File: src/source/cr16_macros.svh
`ifndef CR16_MACROS_SVH
`define CR16_MACROS_SVH

// Machine word and register file geometry
`define CR16_DATA_W    16
`define CR16_REG_IDX_W 4
`define CR16_NUM_REGS  16

// Status register holds N, Z, F, L and C
`define CR16_FLAG_W    5

// First fetch address after reset
`define CR16_RESET_PC  16'h0000

// Instruction field positions
// Major opcode
`define CR16_OP_FIELD  15:12
// Destination register, also the branch condition
`define CR16_RD_FIELD  11:8
// Opcode extension for the 0000 and 1111 classes
`define CR16_EXT_FIELD 7:4
// Source register
`define CR16_RS_FIELD  3:0
// 8-bit immediate or branch displacement
`define CR16_IMM_FIELD 7:0

`endif

File: src/source/cr16_pkg.sv
`default_nettype none

`include "cr16_macros.svh"

package cr16_pkg;

    // Major opcode, bits 15:12
    typedef enum logic [3:0] {
        OP_EXT0  = 4'b0000,
        OP_ADDI  = 4'b0001,
        OP_ADDCI = 4'b0010,
        OP_SUBI  = 4'b0100,
        OP_CMPI  = 4'b0101,
        OP_ANDI  = 4'b0111,
        OP_ORI   = 4'b1000,
        OP_XORI  = 4'b1001,
        OP_MOVIL = 4'b1010,
        OP_MOVIU = 4'b1011,
        OP_BCOND = 4'b1100,
        OP_CALLD = 4'b1101,
        OP_EXT1  = 4'b1111
    } opcode_e;

    // Major opcode concatenated with the extension field
    typedef enum logic [7:0] {
        OPX_ADD   = 8'b0000_0000,
        OPX_ADDC  = 8'b0000_0001,
        OPX_SUB   = 8'b0000_0011,
        OPX_CMP   = 8'b0000_0100,
        OPX_AND   = 8'b0000_0110,
        OPX_OR    = 8'b0000_0111,
        OPX_XOR   = 8'b0000_1000,
        OPX_MOV   = 8'b1111_0001,
        OPX_JCOND = 8'b1111_0010,
        OPX_LOAD  = 8'b1111_1010,
        OPX_STORE = 8'b1111_1011
    } opcode_ext_e;

    typedef enum logic [2:0] {
        ALU_ADD, ALU_ADDC, ALU_SUB, ALU_AND, ALU_OR, ALU_XOR, ALU_PASS_B
    } alu_op_e;

    typedef enum logic [3:0] {
        COND_EQ, COND_NE, COND_CS, COND_CC, COND_FS, COND_FC, COND_LT, COND_LE,
        COND_LO, COND_LS, COND_GT, COND_GE, COND_HI, COND_HS, COND_UC
    } cond_e;

    typedef enum logic [2:0] {
        S_FETCH, S_DECODE, S_EXECUTE, S_MEM, S_WRITEBACK
    } cpu_state_e;

    typedef enum logic [2:0] {
        KIND_ALU, KIND_MOV, KIND_LOAD, KIND_STORE, KIND_BRANCH, KIND_JUMP, KIND_NOP
    } instr_kind_e;

    // Bit 4 down to bit 0, same indices as the status register
    typedef struct packed {
        logic negative;
        logic zero;
        logic flag;
        logic low;
        logic carry;
    } status_flags_t;

    typedef struct packed {
        logic [`CR16_DATA_W-1:0] addr;
        logic [`CR16_DATA_W-1:0] wdata;
        logic                    we;
    } mem_req_t;

    typedef struct packed {
        alu_op_e                    alu_op;
        logic                       use_imm;
        logic [`CR16_DATA_W-1:0]    imm;
        logic [`CR16_REG_IDX_W-1:0] ra;
        logic [`CR16_REG_IDX_W-1:0] rb;
        logic                       writes_rd;
        logic                       updates_flags;
        instr_kind_e                kind;
        logic                       branch_taken;
        logic [`CR16_DATA_W-1:0]    disp;
    } dec_ctrl_t;

endpackage

`default_nettype wire

File: src/source/cr16_decoder.sv
`timescale 1ns/1ps
`default_nettype none

`include "cr16_macros.svh"

module cr16_decoder (
    input  wire logic [`CR16_DATA_W-1:0] instr,
    input  wire cr16_pkg::status_flags_t flags,
    output cr16_pkg::dec_ctrl_t          ctrl
);
    import cr16_pkg::*;

    opcode_e     op;
    opcode_ext_e opx;
    cond_e       cond;
    logic [7:0]  imm8;
    logic        cond_true;

    assign op   = opcode_e'(instr[`CR16_OP_FIELD]);
    assign opx  = opcode_ext_e'({instr[`CR16_OP_FIELD], instr[`CR16_EXT_FIELD]});
    assign cond = cond_e'(instr[`CR16_RD_FIELD]);
    assign imm8 = instr[`CR16_IMM_FIELD];

    // Condition field against the current status register
    always_comb begin
        case (cond)
            COND_EQ: cond_true = flags.zero;
            COND_NE: cond_true = ~flags.zero;
            COND_CS: cond_true = flags.carry;
            COND_CC: cond_true = ~flags.carry;
            COND_FS: cond_true = flags.flag;
            COND_FC: cond_true = ~flags.flag;
            COND_LT: cond_true = ~flags.negative & ~flags.zero;
            COND_LE: cond_true = ~flags.negative;
            COND_LO: cond_true = ~flags.low & ~flags.zero;
            COND_LS: cond_true = ~flags.low;
            COND_GT: cond_true = flags.negative;
            COND_GE: cond_true = flags.negative | flags.zero;
            COND_HI: cond_true = flags.low;
            COND_HS: cond_true = flags.low | flags.zero;
            COND_UC: cond_true = 1'b1;
            default: cond_true = 1'b0;
        endcase
    end

    always_comb begin
        ctrl              = '0;
        ctrl.alu_op       = ALU_PASS_B;
        ctrl.kind         = KIND_NOP;
        ctrl.ra           = instr[`CR16_RS_FIELD];
        ctrl.rb           = instr[`CR16_RD_FIELD];
        ctrl.branch_taken = cond_true;
        ctrl.disp         = {{8{imm8[7]}}, imm8};
        if (op == OP_EXT0 || op == OP_EXT1) begin
            case (opx)
                OPX_ADD, OPX_ADDC, OPX_SUB, OPX_CMP, OPX_AND, OPX_OR, OPX_XOR: begin
                    ctrl.kind          = KIND_ALU;
                    ctrl.updates_flags = 1'b1;
                    // CMP only sets flags
                    ctrl.writes_rd     = (opx != OPX_CMP);
                    case (opx)
                        OPX_ADD:  ctrl.alu_op = ALU_ADD;
                        OPX_ADDC: ctrl.alu_op = ALU_ADDC;
                        OPX_AND:  ctrl.alu_op = ALU_AND;
                        OPX_OR:   ctrl.alu_op = ALU_OR;
                        OPX_XOR:  ctrl.alu_op = ALU_XOR;
                        default:  ctrl.alu_op = ALU_SUB;
                    endcase
                end
                OPX_MOV: begin
                    ctrl.kind      = KIND_MOV;
                    ctrl.writes_rd = 1'b1;
                end
                OPX_JCOND: ctrl.kind = KIND_JUMP;
                OPX_LOAD: begin
                    ctrl.kind      = KIND_LOAD;
                    ctrl.writes_rd = 1'b1;
                end
                OPX_STORE: begin
                    // Address comes from the destination field, data from the source
                    ctrl.kind = KIND_STORE;
                    ctrl.ra   = instr[`CR16_RD_FIELD];
                    ctrl.rb   = instr[`CR16_RS_FIELD];
                end
                default: ctrl.kind = KIND_NOP;
            endcase
        end else begin
            case (op)
                OP_ADDI, OP_ADDCI, OP_SUBI, OP_CMPI, OP_ANDI, OP_ORI, OP_XORI: begin
                    ctrl.kind          = KIND_ALU;
                    ctrl.updates_flags = 1'b1;
                    ctrl.writes_rd     = (op != OP_CMPI);
                    ctrl.use_imm       = 1'b1;
                    ctrl.imm           = {{8{imm8[7]}}, imm8};
                    case (op)
                        OP_ADDI:  ctrl.alu_op = ALU_ADD;
                        OP_ADDCI: ctrl.alu_op = ALU_ADDC;
                        OP_SUBI, OP_CMPI: ctrl.alu_op = ALU_SUB;
                        default: begin
                            // Logic immediates are zero extended
                            ctrl.imm    = {8'h00, imm8};
                            ctrl.alu_op = (op == OP_ANDI) ? ALU_AND :
                                          (op == OP_ORI)  ? ALU_OR : ALU_XOR;
                        end
                    endcase
                end
                OP_MOVIL, OP_MOVIU: begin
                    // Register A reads the destination so control can merge into it
                    ctrl.kind      = KIND_MOV;
                    ctrl.writes_rd = 1'b1;
                    ctrl.use_imm   = 1'b1;
                    ctrl.imm       = {8'h00, imm8};
                    ctrl.ra        = instr[`CR16_RD_FIELD];
                end
                OP_BCOND: ctrl.kind = KIND_BRANCH;
                OP_CALLD: ctrl.kind = KIND_NOP;
                default:  ctrl.kind = KIND_NOP;
            endcase
        end
    end

endmodule

`default_nettype wire

File: src/source/cr16_control.sv
`timescale 1ns/1ps
`default_nettype none

`include "cr16_macros.svh"

module cr16_control (
    input  wire logic                       I_CLK,
    input  wire logic                       I_NRESET,
    input  wire logic                       enable,
    input  wire logic [`CR16_DATA_W-1:0]    mem_rdata,
    input  wire cr16_pkg::dec_ctrl_t        ctrl,
    input  wire logic [`CR16_DATA_W-1:0]    reg_a,
    input  wire logic [`CR16_DATA_W-1:0]    alu_result,
    input  wire cr16_pkg::status_flags_t    alu_flags,
    output logic [`CR16_DATA_W-1:0]         instr,
    output logic [`CR16_REG_IDX_W-1:0]      ra_sel,
    output logic [`CR16_REG_IDX_W-1:0]      rb_sel,
    output logic                            reg_we,
    output logic [`CR16_REG_IDX_W-1:0]      reg_widx,
    output logic [`CR16_DATA_W-1:0]         reg_wdata,
    output cr16_pkg::mem_req_t              mem_req,
    output cr16_pkg::status_flags_t         status_flags,
    output logic [`CR16_DATA_W-1:0]         pc
);
    import cr16_pkg::*;

    cpu_state_e              state;
    cpu_state_e              decode_next;
    logic [`CR16_DATA_W-1:0] load_data;
    logic [`CR16_DATA_W-1:0] mov_value;

    // Where an instruction goes after DECODE
    always_comb begin
        case (ctrl.kind)
            KIND_ALU, KIND_MOV:     decode_next = S_EXECUTE;
            KIND_BRANCH, KIND_JUMP: decode_next = ctrl.branch_taken ? S_EXECUTE : S_FETCH;
            KIND_LOAD, KIND_STORE:  decode_next = S_MEM;
            default:                decode_next = S_FETCH;
        endcase
    end

    always_ff @(posedge I_CLK or negedge I_NRESET) begin
        if (!I_NRESET) begin
            state        <= S_FETCH;
            pc           <= `CR16_RESET_PC;
            instr        <= '0;
            status_flags <= status_flags_t'({`CR16_FLAG_W{1'b0}});
        end else if (enable) begin
            case (state)
                S_FETCH: begin
                    instr <= mem_rdata;
                    pc    <= pc + `CR16_DATA_W'(1);
                    state <= S_DECODE;
                end
                S_DECODE: state <= decode_next;
                S_EXECUTE: begin
                    if (ctrl.updates_flags)
                        status_flags <= alu_flags;
                    // Branch displacement is relative to the already incremented PC
                    if (ctrl.kind == KIND_BRANCH)
                        pc <= pc + ctrl.disp;
                    else if (ctrl.kind == KIND_JUMP)
                        pc <= reg_a;
                    state <= S_FETCH;
                end
                S_MEM: state <= (ctrl.kind == KIND_LOAD) ? S_WRITEBACK : S_FETCH;
                default: state <= S_FETCH;
            endcase
        end
    end

    // Read data is held for the write-back cycle
    always_ff @(posedge I_CLK) begin
        if (enable && state == S_MEM)
            load_data <= mem_rdata;
    end

    // MOV copies A, MOVIL and MOVIU replace one byte of the destination
    always_comb begin
        if (!ctrl.use_imm)
            mov_value = reg_a;
        else if (opcode_e'(instr[`CR16_OP_FIELD]) == OP_MOVIU)
            mov_value = {ctrl.imm[7:0], reg_a[7:0]};
        else
            mov_value = {reg_a[15:8], ctrl.imm[7:0]};
    end

    assign ra_sel   = ctrl.ra;
    assign rb_sel   = ctrl.rb;
    assign reg_widx = ctrl.rb;
    assign reg_we   = enable && ctrl.writes_rd &&
                      (state == S_EXECUTE || state == S_WRITEBACK);

    always_comb begin
        case (ctrl.kind)
            KIND_LOAD: reg_wdata = load_data;
            KIND_MOV:  reg_wdata = mov_value;
            default:   reg_wdata = alu_result;
        endcase
    end

    // Store data is register B routed through the ALU
    always_comb begin
        mem_req = '0;
        if (state == S_FETCH) begin
            mem_req.addr = pc;
        end else if (state == S_MEM) begin
            mem_req.addr = reg_a;
            if (ctrl.kind == KIND_STORE) begin
                mem_req.wdata = alu_result;
                mem_req.we    = enable;
            end
        end
    end

endmodule

`default_nettype wire

File: src/source/cr16_regfile.sv
`timescale 1ns/1ps
`default_nettype none

`include "cr16_macros.svh"

module cr16_regfile (
    input  wire logic                       I_CLK,
    input  wire logic                       I_NRESET,
    input  wire logic                       enable,
    input  wire logic [`CR16_REG_IDX_W-1:0] ra_sel,
    input  wire logic [`CR16_REG_IDX_W-1:0] rb_sel,
    input  wire logic                       we,
    input  wire logic [`CR16_REG_IDX_W-1:0] widx,
    input  wire logic [`CR16_DATA_W-1:0]    wdata,
    output logic [`CR16_DATA_W-1:0]         a,
    output logic [`CR16_DATA_W-1:0]         b
);

    logic [`CR16_DATA_W-1:0] regs [`CR16_NUM_REGS];

    always_ff @(posedge I_CLK or negedge I_NRESET) begin
        if (!I_NRESET) begin
            for (int i = 0; i < `CR16_NUM_REGS; i++)
                regs[i] <= '0;
        end else if (enable && we) begin
            regs[widx] <= wdata;
        end
    end

    // Both read ports are asynchronous
    assign a = regs[ra_sel];
    assign b = regs[rb_sel];

endmodule

`default_nettype wire

File: src/source/cr16_alu.sv
`timescale 1ns/1ps
`default_nettype none

`include "cr16_macros.svh"

module cr16_alu (
    input  wire logic [`CR16_DATA_W-1:0] a,
    input  wire logic [`CR16_DATA_W-1:0] b,
    input  wire logic [`CR16_DATA_W-1:0] imm,
    input  wire logic                    use_imm,
    input  wire cr16_pkg::alu_op_e       op,
    input  wire logic                    carry_in,
    output logic [`CR16_DATA_W-1:0]      result,
    output cr16_pkg::status_flags_t      flags
);
    import cr16_pkg::*;

    localparam int MSB = `CR16_DATA_W - 1;

    logic [`CR16_DATA_W-1:0] opa;
    logic [`CR16_DATA_W:0]   sum;

    // B is the destination operand, A is the source or the immediate
    assign opa = use_imm ? imm : a;

    always_comb begin
        case (op)
            ALU_ADD:    sum = {1'b0, b} + {1'b0, opa};
            ALU_ADDC:   sum = {1'b0, b} + {1'b0, opa} + {{`CR16_DATA_W{1'b0}}, carry_in};
            ALU_SUB:    sum = {1'b0, b} - {1'b0, opa};
            ALU_AND:    sum = {1'b0, b & opa};
            ALU_OR:     sum = {1'b0, b | opa};
            ALU_XOR:    sum = {1'b0, b ^ opa};
            ALU_PASS_B: sum = {1'b0, b};
            default:    sum = '0;
        endcase
    end

    assign result = sum[MSB:0];

    always_comb begin
        flags          = '0;
        // Comparison flags follow every operation
        flags.zero     = (opa == b);
        flags.low      = (b < opa);
        flags.negative = ($signed(b) < $signed(opa));
        case (op)
            ALU_ADD, ALU_ADDC: begin
                flags.carry = sum[`CR16_DATA_W];
                flags.flag  = (b[MSB] == opa[MSB]) && (result[MSB] != b[MSB]);
            end
            ALU_SUB: begin
                // Top bit of the difference is the borrow
                flags.carry = sum[`CR16_DATA_W];
                flags.flag  = (b[MSB] != opa[MSB]) && (result[MSB] != b[MSB]);
            end
            default: begin
                flags.carry = 1'b0;
                flags.flag  = 1'b0;
            end
        endcase
    end

endmodule

`default_nettype wire

File: src/source/cr16_core.sv
`timescale 1ns/1ps
`default_nettype none

`include "cr16_macros.svh"

module cr16_core (
    input  wire logic                    I_CLK,
    input  wire logic                    I_NRESET,
    input  wire logic                    enable,
    input  wire logic [`CR16_DATA_W-1:0] mem_rdata,
    output wire cr16_pkg::mem_req_t      mem_req,
    output wire logic [`CR16_DATA_W-1:0] result_bus,
    output wire cr16_pkg::status_flags_t status_flags,
    output wire logic [`CR16_DATA_W-1:0] pc
);
    import cr16_pkg::*;

    logic [`CR16_DATA_W-1:0]    instr;
    dec_ctrl_t                  ctrl;
    logic [`CR16_REG_IDX_W-1:0] ra_sel;
    logic [`CR16_REG_IDX_W-1:0] rb_sel;
    logic                       reg_we;
    logic [`CR16_REG_IDX_W-1:0] reg_widx;
    logic [`CR16_DATA_W-1:0]    reg_wdata;
    logic [`CR16_DATA_W-1:0]    reg_a;
    logic [`CR16_DATA_W-1:0]    reg_b;
    status_flags_t              alu_flags;

    cr16_control i_control (
        .I_CLK        (I_CLK),
        .I_NRESET     (I_NRESET),
        .enable       (enable),
        .mem_rdata    (mem_rdata),
        .ctrl         (ctrl),
        .reg_a        (reg_a),
        .alu_result   (result_bus),
        .alu_flags    (alu_flags),
        .instr        (instr),
        .ra_sel       (ra_sel),
        .rb_sel       (rb_sel),
        .reg_we       (reg_we),
        .reg_widx     (reg_widx),
        .reg_wdata    (reg_wdata),
        .mem_req      (mem_req),
        .status_flags (status_flags),
        .pc           (pc)
    );

    // Branch decisions use the latched status register
    cr16_decoder i_decoder (
        .instr (instr),
        .flags (status_flags),
        .ctrl  (ctrl)
    );

    cr16_regfile i_regfile (
        .I_CLK    (I_CLK),
        .I_NRESET (I_NRESET),
        .enable   (enable),
        .ra_sel   (ra_sel),
        .rb_sel   (rb_sel),
        .we       (reg_we),
        .widx     (reg_widx),
        .wdata    (reg_wdata),
        .a        (reg_a),
        .b        (reg_b)
    );

    cr16_alu i_alu (
        .a        (reg_a),
        .b        (reg_b),
        .imm      (ctrl.imm),
        .use_imm  (ctrl.use_imm),
        .op       (ctrl.alu_op),
        .carry_in (status_flags.carry),
        .result   (result_bus),
        .flags    (alu_flags)
    );

endmodule

`default_nettype wire

File: config.mk
export PLATFORM = sky130hd
export DESIGN_NAME = cr16_core
export DESIGN_NICKNAME = d
export VERILOG_FILES = /design/src/source/cr16_pkg.sv /design/src/source/cr16_decoder.sv /design/src/source/cr16_control.sv /design/src/source/cr16_regfile.sv /design/src/source/cr16_alu.sv /design/src/source/cr16_core.sv
export VERILOG_INCLUDE_DIRS = /design/src /design/src/source
export SDC_FILE = /design/constraint.sdc
export NUM_CORES = 1
export LEC_CHECK = 0
export ABC_CLOCK_PERIOD_IN_PS = 7340
export BUFFER_PORTS_ARGS = -buffer_cell sky130_fd_sc_hd__buf_2
export CAP_MARGIN = 20
export CORE_MARGIN = 2
export CORE_UTILIZATION = 40
export DETAILED_ROUTE_END_ITERATION = 12
export PLACE_DENSITY = 0.67
export SYNTH_ARGS = -nofsm -noshare
export SYNTH_HDL_FRONTEND = slang
export SYNTH_HIERARCHICAL = 1
export SYNTH_SLANG_ARGS = --single-unit
export TNS_END_PERCENT = 1
File: constraint.sdc
create_clock -name I_CLK -period 7.34 [get_ports I_CLK]
set_clock_uncertainty 0.1 [all_clocks]
set_input_delay 0.367 -clock I_CLK [delete_from_list [all_inputs] [get_ports I_CLK]]
set_output_delay 0.367 -clock I_CLK [all_outputs]
set_load 0.005 [all_outputs]
==> impl_summary.txt <==
----------------------------------------------------
[Outcome]
  Outcome ... finished, final reports clean

[Synthesis]
  Post-Syn Area ... 22,010 µm²
  Seq cells post-synth ... 312
  Post-synth EDFFs ... 16
  Flip-flop cell with the highest count after synthesis ... dfrtp_1
  Main area contributors after synthesis ... dfrtp_1 34%, mux2_2 14%, mux4_2 13%, ha_1 3.9%, a22oi_1 3.0%
  Largest area contributor in the synthesized netlist ... dfrtp_1
  Sequential cell area fraction in the yosys report ... 35.84%
  Mean instance size in the synthesized netlist ... 11.28 µm²
  Proportion of netlist area held by the largest area contributor ... 33.66%
  Yosys warning total ... 6
  Share of flip-flops with an asynchronous set or reset ... 94.87%
  Number of instances in the synthesized netlist ... 1,951
  Synthesized Nets ... 2,041
  Count of unique library cells instantiated by Yosys ... 97

[Power and ir drop]
  Power Total ... 12.02 mW
  IR Drop Worst-Case VDD ... 0.2429 mV
  Power per standard cell area ... 486.0 nW/µm²
  Leak ... 11.20 nW

[Global routing]
  Largest net degree at the start of global routing ... 87
  Global routing usage summed across all routing layers ... 24.60%
  Via count of the first global-routing pass ... 16,730
  First-pass GRT wire length ... 106.0 mm
  Number of antenna violations at the first check in global routing ... 0
  Leftover overflow at the end of global routing ... 0

[Layout]
  Count of inserted antenna diode cells ... 0
  Number of standard cells in the layout, taps in and fillers out ... 2,735
  Most frequent standard cell in the layout excluding fill and tap cells ... dfrtp_1
  Growth of design area from synthesis to finish ... 12.39%
  Fraction of layout instances using a drive strength above 1 ... 35.70%
  Most frequent cells in the layout ... 294 x dfrtp_1, 280 x mux2_2, 129 x mux4_2
  Final net count ... 2,103

[CTS]
  Clock sink total ... 312
  Clock Path Buffers ... 3
  Clk Tree Root Cell ... clkbuf_16
  Number of buffers created by CTS ... 37
  CTS tree ... built
  Number of H-tree levels ... 2
  Skew-Pair Late Insertion Delay ... 560 ps
  Clock slew seen by the registers of the worst setup and hold paths ... 60 ps

[Worst setup path]
  Arrival time of the worst setup path ... 6670 ps
  Crit path kind ... flip-flop to primary output
  Worst path cell trace ... nand2b_1 > o21ai_1 > nand3_2 > mux2_4 > buf_16 > mux4_2 > a22oi_1 > nand2_1 > mux2i_1 > buf_4 > ha_1 > and3_1 > a221o_1 > a2111oi_2 > a311oi_1 > or3_4 > nor4_1 > xnor2_1 > nand3_1 > o211ai_1 > and2_1 > buf_2
  Launching element type of the critical path ... flip-flop
  Slowest stage cell, crit path ... mux4_2
  Category of the worst setup path capture point ... primary output
  Delay-heaviest family, CP ... simple AND/OR/NAND/NOR gates
  Number of buffer and inverter instances along the worst setup path ... 3
  Worst path required time ... 6870 ps
  Crit Path Max Fanout ... 36
  Delay of the slowest critical-path stage ... 560 ps

[Floorplanning]
  Die extent in x ... 238.6 µm
  Initial Utilization ... 40.66%
  Std-Cell Rows ... 85
  Ports placed on the boundary ... 89
  Die area ... 56,910 µm²
  Placeable Area ... 54,130 µm²
  Overall die height ... 238.6 µm

[Run]
  Maximum capacitance violations ... 0

[STA]
  Final setup violating endpoints ... 0
  Final hold violation count ... 0
  Final Max Slew Viols ... 0
  Highest attainable clock frequency ... 0.1402 GHz
  Min Clock Period, post-route ... 7132 ps
  Relative slew margins ... 29.24%
  Unrepaired setup endpoints after global routing ... yes
  Transition at the pin with the smallest max-transition slack ... 1054 ps
  Final worst path period share ... 97.17%

[Min path]
  Class of the tightest hold or removal check ... input port to flip-flop

[Placed design]
  Placer Congestion ... 1.007
  Number of placed instances with taps included ... 2,650
  Hpwl dp ... 47.74 mm
  Input/output buffers ... 88

[Drt]
  Post-DR vias/cell ... 6.318
  Routed wirelength normalized by instance count ... 25.67 µm
  Antenna-violating nets left ... 0
  Wirelength, routed ... 70.22 mm
  Vias ... 17,280
  Total iterations of the first detailed-routing run ... 5
  Starting DRT DRC Count ... 2,058
  Remaining design rule violation count ... 0

----------------------------------------------------
-- Yosys cell counts, types with 5 or more instances --
library cell,instances
and2_1,22
o21bai_1,5
nor4_1,8
dfrtp_1,296
nor2b_1,18
o211ai_1,8
mux2_2,281
mux2i_1,51
xnor2_1,36
nand3_1,32
buf_1,12
or2_2,6
o21ai_1,6
a21o_1,16
o221ai_1,7
buf_4,41
clkbuf_1,71
edfxtp_1,16
xor2_1,17
and3_1,11
a211oi_1,9
buf_2,45
nand2b_1,22
nand4_1,13
nand2_1,121
nor2_2,9
buf_6,8
a22oi_1,89
a22o_1,24
a31oi_1,7
mux4_2,129
o31ai_1,7
o21ai_0,88
or3_1,11
ha_1,68
inv_1,65
nor2_1,61
nor3_1,22
nand3b_1,5
a21oi_1,71
o22ai_1,10
-- final timing paths --
kind / startpoint / end / slack [ps] / cells after the start
setup / recovery: i_control/instr[6] / mem_req[15] / 210 / 22
hold / removal: enable / i_control/state[0] / 110 / 2
setup reg to reg: i_control/instr[6] / i_regfile/regs[237] / 320 / 24
hold reg to reg: i_regfile/regs[92] / i_regfile/regs[92] / 420 / 1
max in group asynchronous: I_NRESET / i_regfile/regs[2] / 5380 / 3
min in group asynchronous: I_NRESET / i_regfile/regs[156] / 320 / 2
-- kinds of logic after synthesis --
group	after synthesis	synth area share, %
simple gates	398	9.642
buf+inv	249	5.611
fa+ha+maj	71	4.139
xor+xnor	53	2.109
mux	466	30.22
flops	312	35.84
compound gates	402	12.44
-- power by group --
group	internal (mW)	leakage, nW	switching (mW)
logic	2.83	6.36	4.72
registers	2.07	4.20	0.411
clock network	1.22	0.649	0.765
-- metrics by stage --
step | hold WS (ps) | setup slack [ps] | area [µm²] | util [%] | TNS [ps]
6_report | 112.0 | 207.7 | 24740 | 45.69 | 0
5_1_grt | 130.6 | -21.60 | 24740 | 45.69 | -31.01
4_1_cts | 93.70 | 15.93 | 24650 | 45.54 | 0
3_5_place_dp | 340.1 | 246.5 | 23170 | 42.80 | 0
3_3_place_gp | 333.6 | 318.8 | 23170 | 42.80 | 0
2_1_floorplan | -28.59 | 649.9 | 22010 | - | 0
-- timing repair --
| item | 4_1_cts | 5_1_grt |
|---|---|---|
| hold buffers | 17 | 0 |
| buffers inserted | 0 | 2 |
| endpoints found under the hold margin | 107 | 0 |
| gates resized for setup | 0 | 18 |
| endpoints found under the setup margin | 0 | 127 |
-- area by class of cell --
type                    instances  area, µm²
fillers                      4839      29400
inverters                      69      259.0
clock buffers                  51       1090
flip-flops and latches        312       7890
repair buffers                203       1425
well taps                     696      870.8
clock inverters                14      227.7
multi-input cells            1390      12970
-- routing by layer --
metal	vias to the layer above	wire, µm	track usage [%]
met5	-	0	0
met4	0	3318	10.97
met3	177	6088	4.469
met2	868	32080	38.46
met1	8779	28730	33.45
li1	7456	-	-
-- state kept, by name, summed over array words and instances (netlist names) --
signal,flops
i_control/status_flags,5
i_control/pc,16
i_control/load_data,16
i_regfile/regs,256
i_control/instr,16
i_control/state,3
Note: power is estimated with default switching activity, not from simulation.
